[src/source/ctrl_isa_pkg.sv]
////////////////////////////////////////////////////////////
// architectural encodings for the trap controller
// instruction class, fetch pc select, exception vector
// select, cause codes and interrupt id width
////////////////////////////////////////////////////////////

`default_nettype none

package ctrl_isa_pkg;

  // interrupt id width, low bits of an interrupt cause
  localparam int unsigned IRQ_ID_W = 5;

  // class of a decoded instruction, binary coded
  typedef enum logic [2:0] {
    CLS_PLAIN   = 3'd0,
    CLS_JUMP    = 3'd1,
    CLS_ECALL   = 3'd2,
    CLS_ILLEGAL = 3'd3,
    CLS_MRET    = 3'd4,
    CLS_EBREAK  = 3'd5
  } insn_class_e;

  // source of the next fetch pc
  typedef enum logic [1:0] {
    PC_BOOT      = 2'd0,
    PC_JUMP      = 2'd1,
    PC_EXCEPTION = 2'd2,
    PC_ERET      = 2'd3
  } pc_sel_e;

  // vector used when pc_sel is exception
  typedef enum logic [1:0] {
    EXC_PC_IRQ        = 2'd0,
    EXC_PC_ILLINSN    = 2'd1,
    EXC_PC_ECALL      = 2'd2,
    EXC_PC_BREAKPOINT = 2'd3
  } exc_pc_sel_e;

  // top bit marks an interrupt, low five bits hold id or code
  typedef logic [5:0] exc_cause_t;

  localparam exc_cause_t CAUSE_ILLEGAL    = 6'd2;
  localparam exc_cause_t CAUSE_BREAKPOINT = 6'd3;
  localparam exc_cause_t CAUSE_ECALL_M    = 6'd11;

endpackage

`default_nettype wire

[src/source/ctrl_bus_pkg.sv]
////////////////////////////////////////////////////////////
// packed records passed between controller blocks
// decoder flags, classified descriptor, redirect record
// and default queue depths
////////////////////////////////////////////////////////////

`default_nettype none

package ctrl_bus_pkg;

  // raw flags from the decoder, one per condition
  typedef struct packed {
    logic illegal;
    logic ecall;
    logic mret;
    logic ebrk;
    logic branch_set;
    logic jump_set;
  } dec_flags_t;

  // classified instruction as held in the instruction queue
  typedef struct packed {
    ctrl_isa_pkg::insn_class_e cls;
  } insn_desc_t;

  // one pc redirect with its csr side effects
  typedef struct packed {
    ctrl_isa_pkg::pc_sel_e     pc_sel;
    ctrl_isa_pkg::exc_pc_sel_e exc_pc_sel;
    ctrl_isa_pkg::exc_cause_t  cause;
    // save fetch pc (interrupt) or decode pc (exception)
    logic                      save_if;
    logic                      save_id;
    logic                      save_cause;
    logic                      restore_mret;
  } redirect_t;

  localparam int unsigned INSN_DEPTH_DEF  = 4;
  localparam int unsigned REDIR_DEPTH_DEF = 4;

endpackage

`default_nettype wire

[src/source/insn_classifier.sv]
////////////////////////////////////////////////////////////
// instruction classifier
// one register stage that priority-encodes decoder flags
// into a descriptor, valid/ready on both sides
////////////////////////////////////////////////////////////

`timescale 1ns/1ps
`default_nettype none

module insn_classifier (
  input  logic                     clk,
  input  logic                     rst_n,
  // decoder side
  input  logic                     in_valid_i,
  input  ctrl_bus_pkg::dec_flags_t in_flags_i,
  output logic                     in_ready_o,
  // descriptor side
  output logic                     out_valid_o,
  output ctrl_bus_pkg::insn_desc_t out_desc_o,
  input  logic                     out_ready_i
);

  logic                     valid_q;
  ctrl_bus_pkg::insn_desc_t desc_q;
  logic                     accept;

  // jump wins over every exception flag, then ecall, illegal, mret, ebreak
  function automatic ctrl_isa_pkg::insn_class_e classify(ctrl_bus_pkg::dec_flags_t f);
    ctrl_isa_pkg::insn_class_e cls;
    if (f.branch_set || f.jump_set) begin
      cls = ctrl_isa_pkg::CLS_JUMP;
    end else if (f.ecall) begin
      cls = ctrl_isa_pkg::CLS_ECALL;
    end else if (f.illegal) begin
      cls = ctrl_isa_pkg::CLS_ILLEGAL;
    end else if (f.mret) begin
      cls = ctrl_isa_pkg::CLS_MRET;
    end else if (f.ebrk) begin
      cls = ctrl_isa_pkg::CLS_EBREAK;
    end else begin
      cls = ctrl_isa_pkg::CLS_PLAIN;
    end
    return cls;
  endfunction

  // stage takes a new entry when empty or when it drains this cycle
  assign in_ready_o = ~valid_q | out_ready_i;
  assign accept     = in_valid_i & in_ready_o;

  always_ff @(posedge clk or negedge rst_n) begin
    if (!rst_n) begin
      valid_q <= 1'b0;
    end else if (accept) begin
      valid_q <= 1'b1;
    end else if (out_ready_i) begin
      valid_q <= 1'b0;
    end
  end

  // payload register, only loaded on accept
  always_ff @(posedge clk) begin
    if (accept) begin
      desc_q.cls <= classify(in_flags_i);
    end
  end

  assign out_valid_o = valid_q;
  assign out_desc_o  = desc_q;

endmodule

`default_nettype wire

[src/source/ctrl_fifo.sv]
////////////////////////////////////////////////////////////
// synchronous valid/ready queue
// circular buffer with type-parameter payload
////////////////////////////////////////////////////////////

`timescale 1ns/1ps
`default_nettype none

module ctrl_fifo #(
  parameter type         payload_t = logic,
  parameter int unsigned DEPTH     = 4
) (
  input  logic     clk,
  input  logic     rst_n,
  // write side
  input  logic     in_valid_i,
  input  payload_t in_data_i,
  output logic     in_ready_o,
  // read side
  output logic     out_valid_o,
  output payload_t out_data_o,
  input  logic     out_ready_i
);

  localparam int unsigned PTR_W = (DEPTH > 1) ? $clog2(DEPTH) : 1;
  localparam int unsigned CNT_W = $clog2(DEPTH + 1);

  payload_t         mem_q [DEPTH];
  logic [PTR_W-1:0] wr_ptr_q;
  logic [PTR_W-1:0] rd_ptr_q;
  logic [CNT_W-1:0] cnt_q;
  logic             push;
  logic             pop;

  // wrap explicitly so any depth works, not only powers of two
  function automatic logic [PTR_W-1:0] ptr_inc(logic [PTR_W-1:0] ptr);
    return (ptr == PTR_W'(DEPTH - 1)) ? '0 : ptr + 1'b1;
  endfunction

  // full blocks writes, empty hides the head entry
  assign in_ready_o  = (cnt_q != CNT_W'(DEPTH));
  assign out_valid_o = (cnt_q != '0);
  assign out_data_o  = mem_q[rd_ptr_q];

  assign push = in_valid_i & in_ready_o;
  assign pop  = out_valid_o & out_ready_i;

  always_ff @(posedge clk) begin
    if (push) begin
      mem_q[wr_ptr_q] <= in_data_i;
    end
  end

  always_ff @(posedge clk or negedge rst_n) begin
    if (!rst_n) begin
      wr_ptr_q <= '0;
      rd_ptr_q <= '0;
      cnt_q    <= '0;
    end else begin
      if (push) begin
        wr_ptr_q <= ptr_inc(wr_ptr_q);
      end
      if (pop) begin
        rd_ptr_q <= ptr_inc(rd_ptr_q);
      end
      // count only moves when exactly one side transfers
      case ({push, pop})
        2'b10:   cnt_q <= cnt_q + 1'b1;
        2'b01:   cnt_q <= cnt_q - 1'b1;
        default: cnt_q <= cnt_q;
      endcase
    end
  end

endmodule

`default_nettype wire

[src/source/trap_fsm.sv]
////////////////////////////////////////////////////////////
// trap sequencer
// boot, decode, flush and interrupt FSM that consumes
// descriptors and writes redirect records
////////////////////////////////////////////////////////////

`timescale 1ns/1ps
`default_nettype none

module trap_fsm (
  input  logic                                  clk,
  input  logic                                  rst_n,
  input  logic                                  fetch_enable_i,
  // descriptor input
  input  logic                                  desc_valid_i,
  input  ctrl_bus_pkg::insn_desc_t              desc_i,
  output logic                                  desc_ready_o,
  // interrupt request
  input  logic                                  irq_req_i,
  input  logic [ctrl_isa_pkg::IRQ_ID_W-1:0]     irq_id_i,
  input  logic                                  m_ie_i,
  // redirect record output
  output logic                                  rec_valid_o,
  output ctrl_bus_pkg::redirect_t               rec_o,
  input  logic                                  rec_ready_i,
  output logic                                  irq_ack_o,
  output logic                                  ctrl_busy_o
);

  typedef enum logic [2:0] {
    RESET,
    BOOT_SET,
    FIRST_FETCH,
    DECODE,
    FLUSH,
    IRQ_TAKEN
  } ctrl_state_e;

  ctrl_state_e               state_q;
  ctrl_state_e               state_d;
  // class of the instruction waiting in FLUSH
  ctrl_isa_pkg::insn_class_e cls_q;
  logic                      cls_load;

  // exception and mret records, everything not listed stays zero
  function automatic ctrl_bus_pkg::redirect_t flush_rec(ctrl_isa_pkg::insn_class_e cls);
    ctrl_bus_pkg::redirect_t r;
    r = '0;
    case (cls)
      ctrl_isa_pkg::CLS_ECALL: begin
        r.pc_sel     = ctrl_isa_pkg::PC_EXCEPTION;
        r.exc_pc_sel = ctrl_isa_pkg::EXC_PC_ECALL;
        r.cause      = ctrl_isa_pkg::CAUSE_ECALL_M;
        r.save_id    = 1'b1;
        r.save_cause = 1'b1;
      end
      ctrl_isa_pkg::CLS_ILLEGAL: begin
        r.pc_sel     = ctrl_isa_pkg::PC_EXCEPTION;
        r.exc_pc_sel = ctrl_isa_pkg::EXC_PC_ILLINSN;
        r.cause      = ctrl_isa_pkg::CAUSE_ILLEGAL;
        r.save_id    = 1'b1;
        r.save_cause = 1'b1;
      end
      ctrl_isa_pkg::CLS_EBREAK: begin
        // plain breakpoint exception, epc is the ebreak itself
        r.pc_sel     = ctrl_isa_pkg::PC_EXCEPTION;
        r.exc_pc_sel = ctrl_isa_pkg::EXC_PC_BREAKPOINT;
        r.cause      = ctrl_isa_pkg::CAUSE_BREAKPOINT;
        r.save_id    = 1'b1;
        r.save_cause = 1'b1;
      end
      default: begin
        // mret, return through mepc
        r.pc_sel       = ctrl_isa_pkg::PC_ERET;
        r.restore_mret = 1'b1;
      end
    endcase
    return r;
  endfunction

  assign ctrl_busy_o = (state_q != RESET);

  ////////////////////////////////////////////////////////////
  // next state and record
  ////////////////////////////////////////////////////////////

  always_comb begin
    state_d      = state_q;
    desc_ready_o = 1'b0;
    rec_valid_o  = 1'b0;
    rec_o        = '0;
    irq_ack_o    = 1'b0;
    cls_load     = 1'b0;

    case (state_q)
      // wait for fetch enable
      RESET: begin
        if (fetch_enable_i) begin
          state_d = BOOT_SET;
        end
      end

      // boot redirect, held until the redirect queue takes it
      BOOT_SET: begin
        rec_valid_o  = 1'b1;
        rec_o.pc_sel = ctrl_isa_pkg::PC_BOOT;
        if (rec_ready_i) begin
          state_d = FIRST_FETCH;
        end
      end

      FIRST_FETCH: begin
        state_d = DECODE;
      end

      DECODE: begin
        if (irq_req_i && m_ie_i) begin
          // interrupt goes first, the head descriptor stays queued
          state_d = IRQ_TAKEN;
        end else if (desc_valid_i) begin
          case (desc_i.cls)
            ctrl_isa_pkg::CLS_PLAIN: begin
              desc_ready_o = 1'b1;
            end
            ctrl_isa_pkg::CLS_JUMP: begin
              // pop only once the record is accepted
              rec_valid_o  = 1'b1;
              rec_o.pc_sel = ctrl_isa_pkg::PC_JUMP;
              desc_ready_o = rec_ready_i;
            end
            default: begin
              desc_ready_o = 1'b1;
              cls_load     = 1'b1;
              state_d      = FLUSH;
            end
          endcase
        end
      end

      // exception or mret record from the saved class
      FLUSH: begin
        rec_valid_o = 1'b1;
        rec_o       = flush_rec(cls_q);
        if (rec_ready_i) begin
          state_d = DECODE;
        end
      end

      // requester holds id until ack, so the record stays stable
      IRQ_TAKEN: begin
        rec_valid_o      = 1'b1;
        rec_o.pc_sel     = ctrl_isa_pkg::PC_EXCEPTION;
        rec_o.exc_pc_sel = ctrl_isa_pkg::EXC_PC_IRQ;
        rec_o.cause      = {1'b1, irq_id_i};
        rec_o.save_if    = 1'b1;
        rec_o.save_cause = 1'b1;
        if (rec_ready_i) begin
          irq_ack_o = 1'b1;
          state_d   = DECODE;
        end
      end

      default: begin
        state_d = RESET;
      end
    endcase
  end

  ////////////////////////////////////////////////////////////
  // registers
  ////////////////////////////////////////////////////////////

  always_ff @(posedge clk or negedge rst_n) begin
    if (!rst_n) begin
      state_q <= RESET;
    end else begin
      state_q <= state_d;
    end
  end

  always_ff @(posedge clk) begin
    if (cls_load) begin
      cls_q <= desc_i.cls;
    end
  end

endmodule

`default_nettype wire

[src/source/trap_ctrl.sv]
////////////////////////////////////////////////////////////
// trap controller top level
// classifier, instruction queue, sequencer, redirect queue
////////////////////////////////////////////////////////////

`timescale 1ns/1ps
`default_nettype none

module trap_ctrl #(
  parameter int unsigned INSN_DEPTH  = ctrl_bus_pkg::INSN_DEPTH_DEF,
  parameter int unsigned REDIR_DEPTH = ctrl_bus_pkg::REDIR_DEPTH_DEF
) (
  input  logic                              clk,
  input  logic                              rst_n,
  input  logic                              fetch_enable_i,
  // instruction input
  input  logic                              insn_valid_i,
  input  ctrl_bus_pkg::dec_flags_t          insn_flags_i,
  output logic                              insn_ready_o,
  // interrupts
  input  logic                              irq_req_i,
  input  logic [ctrl_isa_pkg::IRQ_ID_W-1:0] irq_id_i,
  input  logic                              m_ie_i,
  output logic                              irq_ack_o,
  // redirect output
  output logic                              redir_valid_o,
  output ctrl_bus_pkg::redirect_t           redir_o,
  input  logic                              redir_ready_i,
  output logic                              ctrl_busy_o
);

  // classifier to instruction queue
  logic                     cls_valid;
  ctrl_bus_pkg::insn_desc_t cls_desc;
  logic                     cls_ready;
  // instruction queue to sequencer
  logic                     desc_valid;
  ctrl_bus_pkg::insn_desc_t desc;
  logic                     desc_ready;
  // sequencer to redirect queue
  logic                     rec_valid;
  ctrl_bus_pkg::redirect_t  rec;
  logic                     rec_ready;

  insn_classifier u_classifier (
    .clk         (clk),
    .rst_n       (rst_n),
    .in_valid_i  (insn_valid_i),
    .in_flags_i  (insn_flags_i),
    .in_ready_o  (insn_ready_o),
    .out_valid_o (cls_valid),
    .out_desc_o  (cls_desc),
    .out_ready_i (cls_ready)
  );

  ctrl_fifo #(
    .payload_t (ctrl_bus_pkg::insn_desc_t),
    .DEPTH     (INSN_DEPTH)
  ) u_insn_fifo (
    .clk         (clk),
    .rst_n       (rst_n),
    .in_valid_i  (cls_valid),
    .in_data_i   (cls_desc),
    .in_ready_o  (cls_ready),
    .out_valid_o (desc_valid),
    .out_data_o  (desc),
    .out_ready_i (desc_ready)
  );

  trap_fsm u_trap_fsm (
    .clk            (clk),
    .rst_n          (rst_n),
    .fetch_enable_i (fetch_enable_i),
    .desc_valid_i   (desc_valid),
    .desc_i         (desc),
    .desc_ready_o   (desc_ready),
    .irq_req_i      (irq_req_i),
    .irq_id_i       (irq_id_i),
    .m_ie_i         (m_ie_i),
    .rec_valid_o    (rec_valid),
    .rec_o          (rec),
    .rec_ready_i    (rec_ready),
    .irq_ack_o      (irq_ack_o),
    .ctrl_busy_o    (ctrl_busy_o)
  );

  ctrl_fifo #(
    .payload_t (ctrl_bus_pkg::redirect_t),
    .DEPTH     (REDIR_DEPTH)
  ) u_redir_fifo (
    .clk         (clk),
    .rst_n       (rst_n),
    .in_valid_i  (rec_valid),
    .in_data_i   (rec),
    .in_ready_o  (rec_ready),
    .out_valid_o (redir_valid_o),
    .out_data_o  (redir_o),
    .out_ready_i (redir_ready_i)
  );

endmodule

`default_nettype wire

[config.mk]
export PLATFORM = sky130hd
export DESIGN_NAME = trap_ctrl
export DESIGN_NICKNAME = d
export VERILOG_FILES = /design/src/source/ctrl_isa_pkg.sv /design/src/source/ctrl_bus_pkg.sv /design/src/source/insn_classifier.sv /design/src/source/ctrl_fifo.sv /design/src/source/trap_fsm.sv /design/src/source/trap_ctrl.sv
export SDC_FILE = /design/constraint.sdc
export NUM_CORES = 1
export LEC_CHECK = 0
export BUFFER_PORTS_ARGS = -buffer_cell sky130_fd_sc_hd__buf_2
export CORE_MARGIN = 1
export CORE_UTILIZATION = 53
export DETAILED_ROUTE_END_ITERATION = 10
export GPL_TIMING_DRIVEN = 0
export PLACE_DENSITY = 0.72
export SLEW_MARGIN = 20
export SYNTH_ARGS = -nofsm -noshare
export SYNTH_HDL_FRONTEND = slang
export SYNTH_SLANG_ARGS = --single-unit
[constraint.sdc]
create_clock -name clk -period 5.8 [get_ports clk]
set_input_delay 1.74 -clock clk [delete_from_list [all_inputs] [get_ports clk]]
set_output_delay 1.74 -clock clk [all_outputs]
set_load 0.02 [all_outputs]
Word-level counts from Yosys, hierarchy flattened
Memories as Yosys holds them, arrays and structs flattened.
Cells that the tools add are included.
{"block": "op_classes", "bitwise": 7, "n_reduce_logical": 16, "add_sub_neg": 8, "eq_ne": 24, "n_mux": 49}
{"operator": "$mux W1", "n": 24}
{"operator": "$mux W3", "n": 8}
{"operator": "$pmux W8 S3", "n": 1}
{"operator": "$mux W2", "n": 9}
{"operator": "$pmux W9 S2", "n": 1}
{"operator": "$pmux W3 S5", "n": 1}
{"operator": "$eq A2 B2 Y1 const B", "n": 6}
{"operator": "$eq A3 B2 Y1 const B", "n": 4}
{"operator": "$pmux W3 S2", "n": 2}
{"operator": "$eq A3 B3 Y1 const B", "n": 3}
{"operator": "$reduce_bool A3 Y1", "n": 3}
{"operator": "$reduce_or A3 Y1", "n": 3}
{"operator": "$add A2 B1 Y2 const B", "n": 4}
{"operator": "$add A3 B1 Y3 const B", "n": 2}
{"operator": "$eq A3 B1 Y1 const B", "n": 2}
{"operator": "$logic_not A3 Y1", "n": 2}
{"operator": "$ne A3 B2 Y1 const B", "n": 2}
{"operator": "$ne A3 B3 Y1 const B", "n": 2}
{"operator": "$pmux W2 S3", "n": 1}
{"operator": "$reduce_bool A2 Y1", "n": 3}
{"operator": "$sub A3 B1 Y3 const B", "n": 2}
{"operator": "$and A1 B1 Y1", "n": 5}
{"operator": "$reduce_and A5 Y1", "n": 1}
{"operator": "$eq A2 B1 Y1 const B", "n": 2}
{"operator": "other kinds (8)", "n": 11}
{"block": "totals", "out_inout_bits": 18, "input_bits": 18, "memories": 2, "ramBits": 68, "ff_bits": 24}
{"memory": "u_redir_fifo.mem_q", "depth": 4, "word_bits": 14, "read_ports": 1, "rd_clocked_by_memory_dff": 0, "wr": 1, "line": "ctrl_fifo.sv:28", "rtl": "payload_t mem_q [DEPTH];"}
{"memory": "u_insn_fifo.mem_q", "depth": 4, "word_bits": 3, "read_ports": 1, "rd_clocked_by_memory_dff": 0, "wr": 1, "line": "ctrl_fifo.sv:28"}

Longest topological paths before layout
An unclocked memory read counts as a cell.
{"block": "depth", "depth_word": 9, "depth_mapped": 9, "ltp_nobuf": 9}

By module
Synthesis repeated with hierarchy kept, for this count alone.
{"block": "hier_totals", "cells_unflattened": 242, "area_unflattened_um2": 4033.9}
{"module": "ctrl_fifo (u_redir_fifo)", "cells_per_inst": 113, "seq_area_each_um2": 1856.8, "area_each_um2": 2479.9, "instances": 1}
{"module": "ctrl_fifo (u_insn_fifo)", "cells_per_inst": 55, "seq_area_each_um2": 535.5, "area_each_um2": 885.8, "instances": 1}
{"module": "trap_fsm", "cells_per_inst": 59, "seq_area_each_um2": 165.2, "area_each_um2": 484.2, "instances": 1}
{"module": "insn_classifier", "cells_per_inst": 15, "seq_area_each_um2": 115.1, "area_each_um2": 183.9, "instances": 1}

Least setup slack after synthesis
No wires, ideal clock.
{"block": "synth_timing", "path_type": "register -> output", "start": "register u_redir_fifo.rd_ptr_q[0]", "end": "output redir_o[9] (netlist name)", "path_stages_with_launch": 5, "slack_ns": 2.282, "required_time_ns": 4.060, "arrival_ns": 1.778, "n_path_buf": 3, "cell_sequence": "dfrtp_1 clkbuf_1 buf_2 mux4_2 buf_4"}
{"item": "start: declaration", "line": "ctrl_fifo.sv:30", "rtl": "logic [PTR_W-1:0] rd_ptr_q;"}
{"item": "start signal: assignment", "line": "ctrl_fifo.sv:64", "rtl": "rd_ptr_q <= ptr_inc(rd_ptr_q);"}
{"item": "end: declaration", "line": "trap_ctrl.sv:27", "rtl": "output ctrl_bus_pkg::redirect_t redir_o,"}

==> summary.txt <==
Global routing
  – Largest net degree at the start of global routing: 19
  – GR Overflow Total: 0
  – Number of global-route vias before repair: 2097
  – GRT Util Overall: 18.9%
  – Antenna violations before repair: 0
  – First-pass GRT wire length: 10.4 mm

Timing
  – Slew HR: 52.2%
  – Finish-stage setup viols: 0
  – Fin crit share: 70.6%
  – Actual slew at the worst max-slew pin: 714 ps
  – Final setup skew: 8.31 ps
  – Final-report hold violation count: 0
  – RSZ-0062 raised after global routing: false
  – Peak Freq: 244 MHz
  – Setup_tns: 0 ps
  – Fin crit period: 4100 ps
  – Max Slew Vio Count: 0

Placed design
  – DP HPWL: 4.34 mm
  – Cell count after placement: 364
  – PortBufs: 35
  – Placer Congestion: 0.805

Pwr
  – VDD IR-drop max: 298 uV
  – Reg power frac: 43.1%
  – Gate power share: 38.9%
  – Leak pwr: 1.65 nW
  – Psw: 0.000813 W
  – Sw frac: 35.9%
  – Clock power share: 18.0%
  – Power per cell area: 524 mW/mm^2
  – Pint: 0.00145 W

Setup path
  – Buffers & Inverters on Critical Path: 4
  – Max FO, Critical Path: 10
  – CP Class: flop to output pin
  – CP Launch Type: flop
  – CP endpoint kind: output pin
  – Worst EP required: 4060 ps
  – Crit path largest cell delay: 560 ps
  – Most frequent cell on the critical path: buf_2
  – Arrival @ worst endpoint: 2360 ps
  – Crit path cell chain: clkbuf_1, buf_2, mux4_2, buf_4, buf_2
  – Top delay family on crit path: buffers and inverters
  – Slowest-stage cell, CP: mux4_2

Drt
  – Drt total wl: 6.11 mm
  – Detailed Routing Iterations Pass 1: 4
  – Remaining routing DRC violations: 0
  – DR WL/cell: 16.1 um
  – Via/cell ratio: 5.41
  – Initial detailed-routing violation count: 127
  – Vias: 2052
  – Final ANT Viol Nets: 0

Floorplanning
  – Initial core utilization: 55.6%
  – # IOs: 36
  – Die ar.: 0.00759 sq mm
  – Row cnt: 30
  – Die width: 87.1 um
  – Die H: 87.1 um
  – Core area: 0.00691 sq mm

Cells and area
  – # diodes: 0
  – Fill count: 527
  – Commonest non-fill, non-tap cell in the layout: edfxtp_1
  – Layout cells sized above 1: 28.3%
  – Multi-input gate area: 0.00120 sq mm
  – Sequential Area: 0.00255 sq mm
  – Most frequent cells in the layout: edfxtp_1 (70), buf_2 (36), dfrtp_1 (18), inv_1 (16), mux4_2 (16)
  – Area growth from synthesis to layout: 12.7%
  – Final-stage net count: 311
  – Post-Layout Cell Count: 379

CTS
  – Clock transition at path regs: 80 ps
  – CTS tree: done
  – Post-CTS sizing: 0
  – Post-CTS setup buffer count: 0
  – Clk sinks: 88
  – Worst-Skew Late Latency: 350 ps
  – Root Driver: clkbuf_8
  – H-tree lvl count: 3
  – Clk buf depth: 2
  – Clock buffer count from CTS: 9
  – Hold buffers post-CTS: 0

Logic synthesis
  – Syn Inst Count: 233
  – Yosys reg bits: 88
  – Syn_area_per_cell: 16.5 sq um
  – Post-synth EDFFs: 70
  – Main synth FF type: edfxtp_1
  – YS warnings: 0
  – Synth Net Count: 265
  – Yosys cell types: 41
  – Post-synthesis async set-or-reset flop share: 20.5%
  – Synthesized area: 0.00384 sq mm
  – Seq/Total Area, Yosys: 66.5%

Run status
  – Status: complete, no violations

Min path
  – Hold/Removal Path Class: flop to flop

Flow run
  – Max Cap Viol: 0
## through the flow
stage | worst slack (ps) | total power [W] | hold WS, ps | utilization [%] | instance area [sq um]
3_5_place_dp | 2010 | 0.00189 | 479 | 59.9 | 4140
5_1_grt | 1490 | 0.00244 | 525 | 62.6 | 4330
3_3_place_gp | 2030 | 0.00186 | 464 | 59.9 | 4140
2_1_floorplan | 2280 | 0.00166 | 445 | - | 3840
6_report | 1700 | 0.00227 | 487 | 62.6 | 4330
4_1_cts | 1620 | 0.00230 | 493 | 62.6 | 4330
## metal layers
metal / wire length [um] / GRT usage [%] / vias up / part of all wire [%]
li1: - / - / 962 / -
met1: 2430 / 21.1 / 1041 / 40
met2: 3400 / 35.4 / 39 / 56
met3: 204 / 4.83 / 10 / 3.3
met4: 85 / 5.81 / 0 / 1.4
met5: 0 / 0 / - / 0
## synthesized netlist by cell type, types with 2 or more instances
cell type   n  area, sq um
fa_1        2         40.0
and2_1      5         31.3
and2b_2     4         35.0
mux2i_1     2         20.0
mux4_2     16          360
clkbuf_1    3         11.3
or3_1       2         12.5
nand2_1    11         41.3
inv_1      16         60.1
nor2_1     15         56.3
nand3b_1    2         15.0
o21ai_0     6         30.0
and3_1      3         18.8
xnor2_1     2         17.5
o21a_1      3         22.5
mux2_4      2         30.0
xor2_1      5         43.8
ha_1       12          150
a31oi_4     2         42.5
nand2b_1    2         12.5
edfxtp_1   70         2100
nor3_1      8         40.0
mux2_1      2         22.5
dfrtp_1    18          450
a21oi_1     4         20.0
## sequential cells by signal (all words and copies together) (netlist names), 3 cells and up
signal and cells:
u_trap_fsm.state_q 3, u_insn_fifo.mem_q 12, u_redir_fifo.mem_q 52, u_insn_fifo.cnt_q 3
u_redir_fifo.cnt_q 3, u_trap_fsm.cls_q 3, u_classifier.out_desc_o 3
## cell type report
class / count / area share [%]
flip-flops and latches: 88 / 59.0
clock buffers: 9 / 2.86
clock inverters: 6 / 1.56
repair buffers: 35 / 4.05
multi-input cells: 124 / 27.8
inverters: 16 / 1.39
well taps: 96 / 2.78
plain buffers: 5 / 0.549
## power groups by stage
| stage | clock network [W] | logic [W] | registers [W] |
|---|---|---|---|
| floorplan | 0 | 0.000692 | 0.000964 |
| global placement | 0 | 0.000879 | 0.000985 |
| detailed placement | 0 | 0.000899 | 0.000994 |
| CTS | 0.000418 | 0.000902 | 0.000980 |
| global route | 0.000446 | 0.000993 | 0.00100 |
| finish | 0.000408 | 0.000883 | 0.000977 |
## worst paths after layout
check | depth (start not counted) | to | slack [ps] | startpoint
worst max register to register | 9 | u_redir_fifo.cnt_q[2] | 3110 | u_redir_fifo.cnt_q[1]
max in group asynchronous | 1 | u_redir_fifo.wr_ptr_q[1] | 4190 | rst_n
min in group asynchronous | 1 | u_insn_fifo.cnt_q[0] | 1310 | rst_n
worst min-delay path | 1 | u_redir_fifo.cnt_q[2] | 490 | u_redir_fifo.cnt_q[2]
worst max-delay path | 5 | redir_o[9] | 1700 | u_redir_fifo.rd_ptr_q[0]
worst min register to register | 1 | u_redir_fifo.cnt_q[2] | 490 | u_redir_fifo.cnt_q[2]
## kinds of logic after synthesis
| logic type | synth area share [%] |
|---|---|
| multiplexers | 11.6 |
| AO/OA/AOI/OAI | 5.41 |
| XOR/XNOR | 1.60 |
| buffers and inverters | 2.18 |
| adder cells (fa/ha/maj) | 4.95 |
| AND/OR/NAND/NOR | 7.82 |
| flip-flops | 66.5 |
Note: power is estimated with default switching activity, not from simulation.
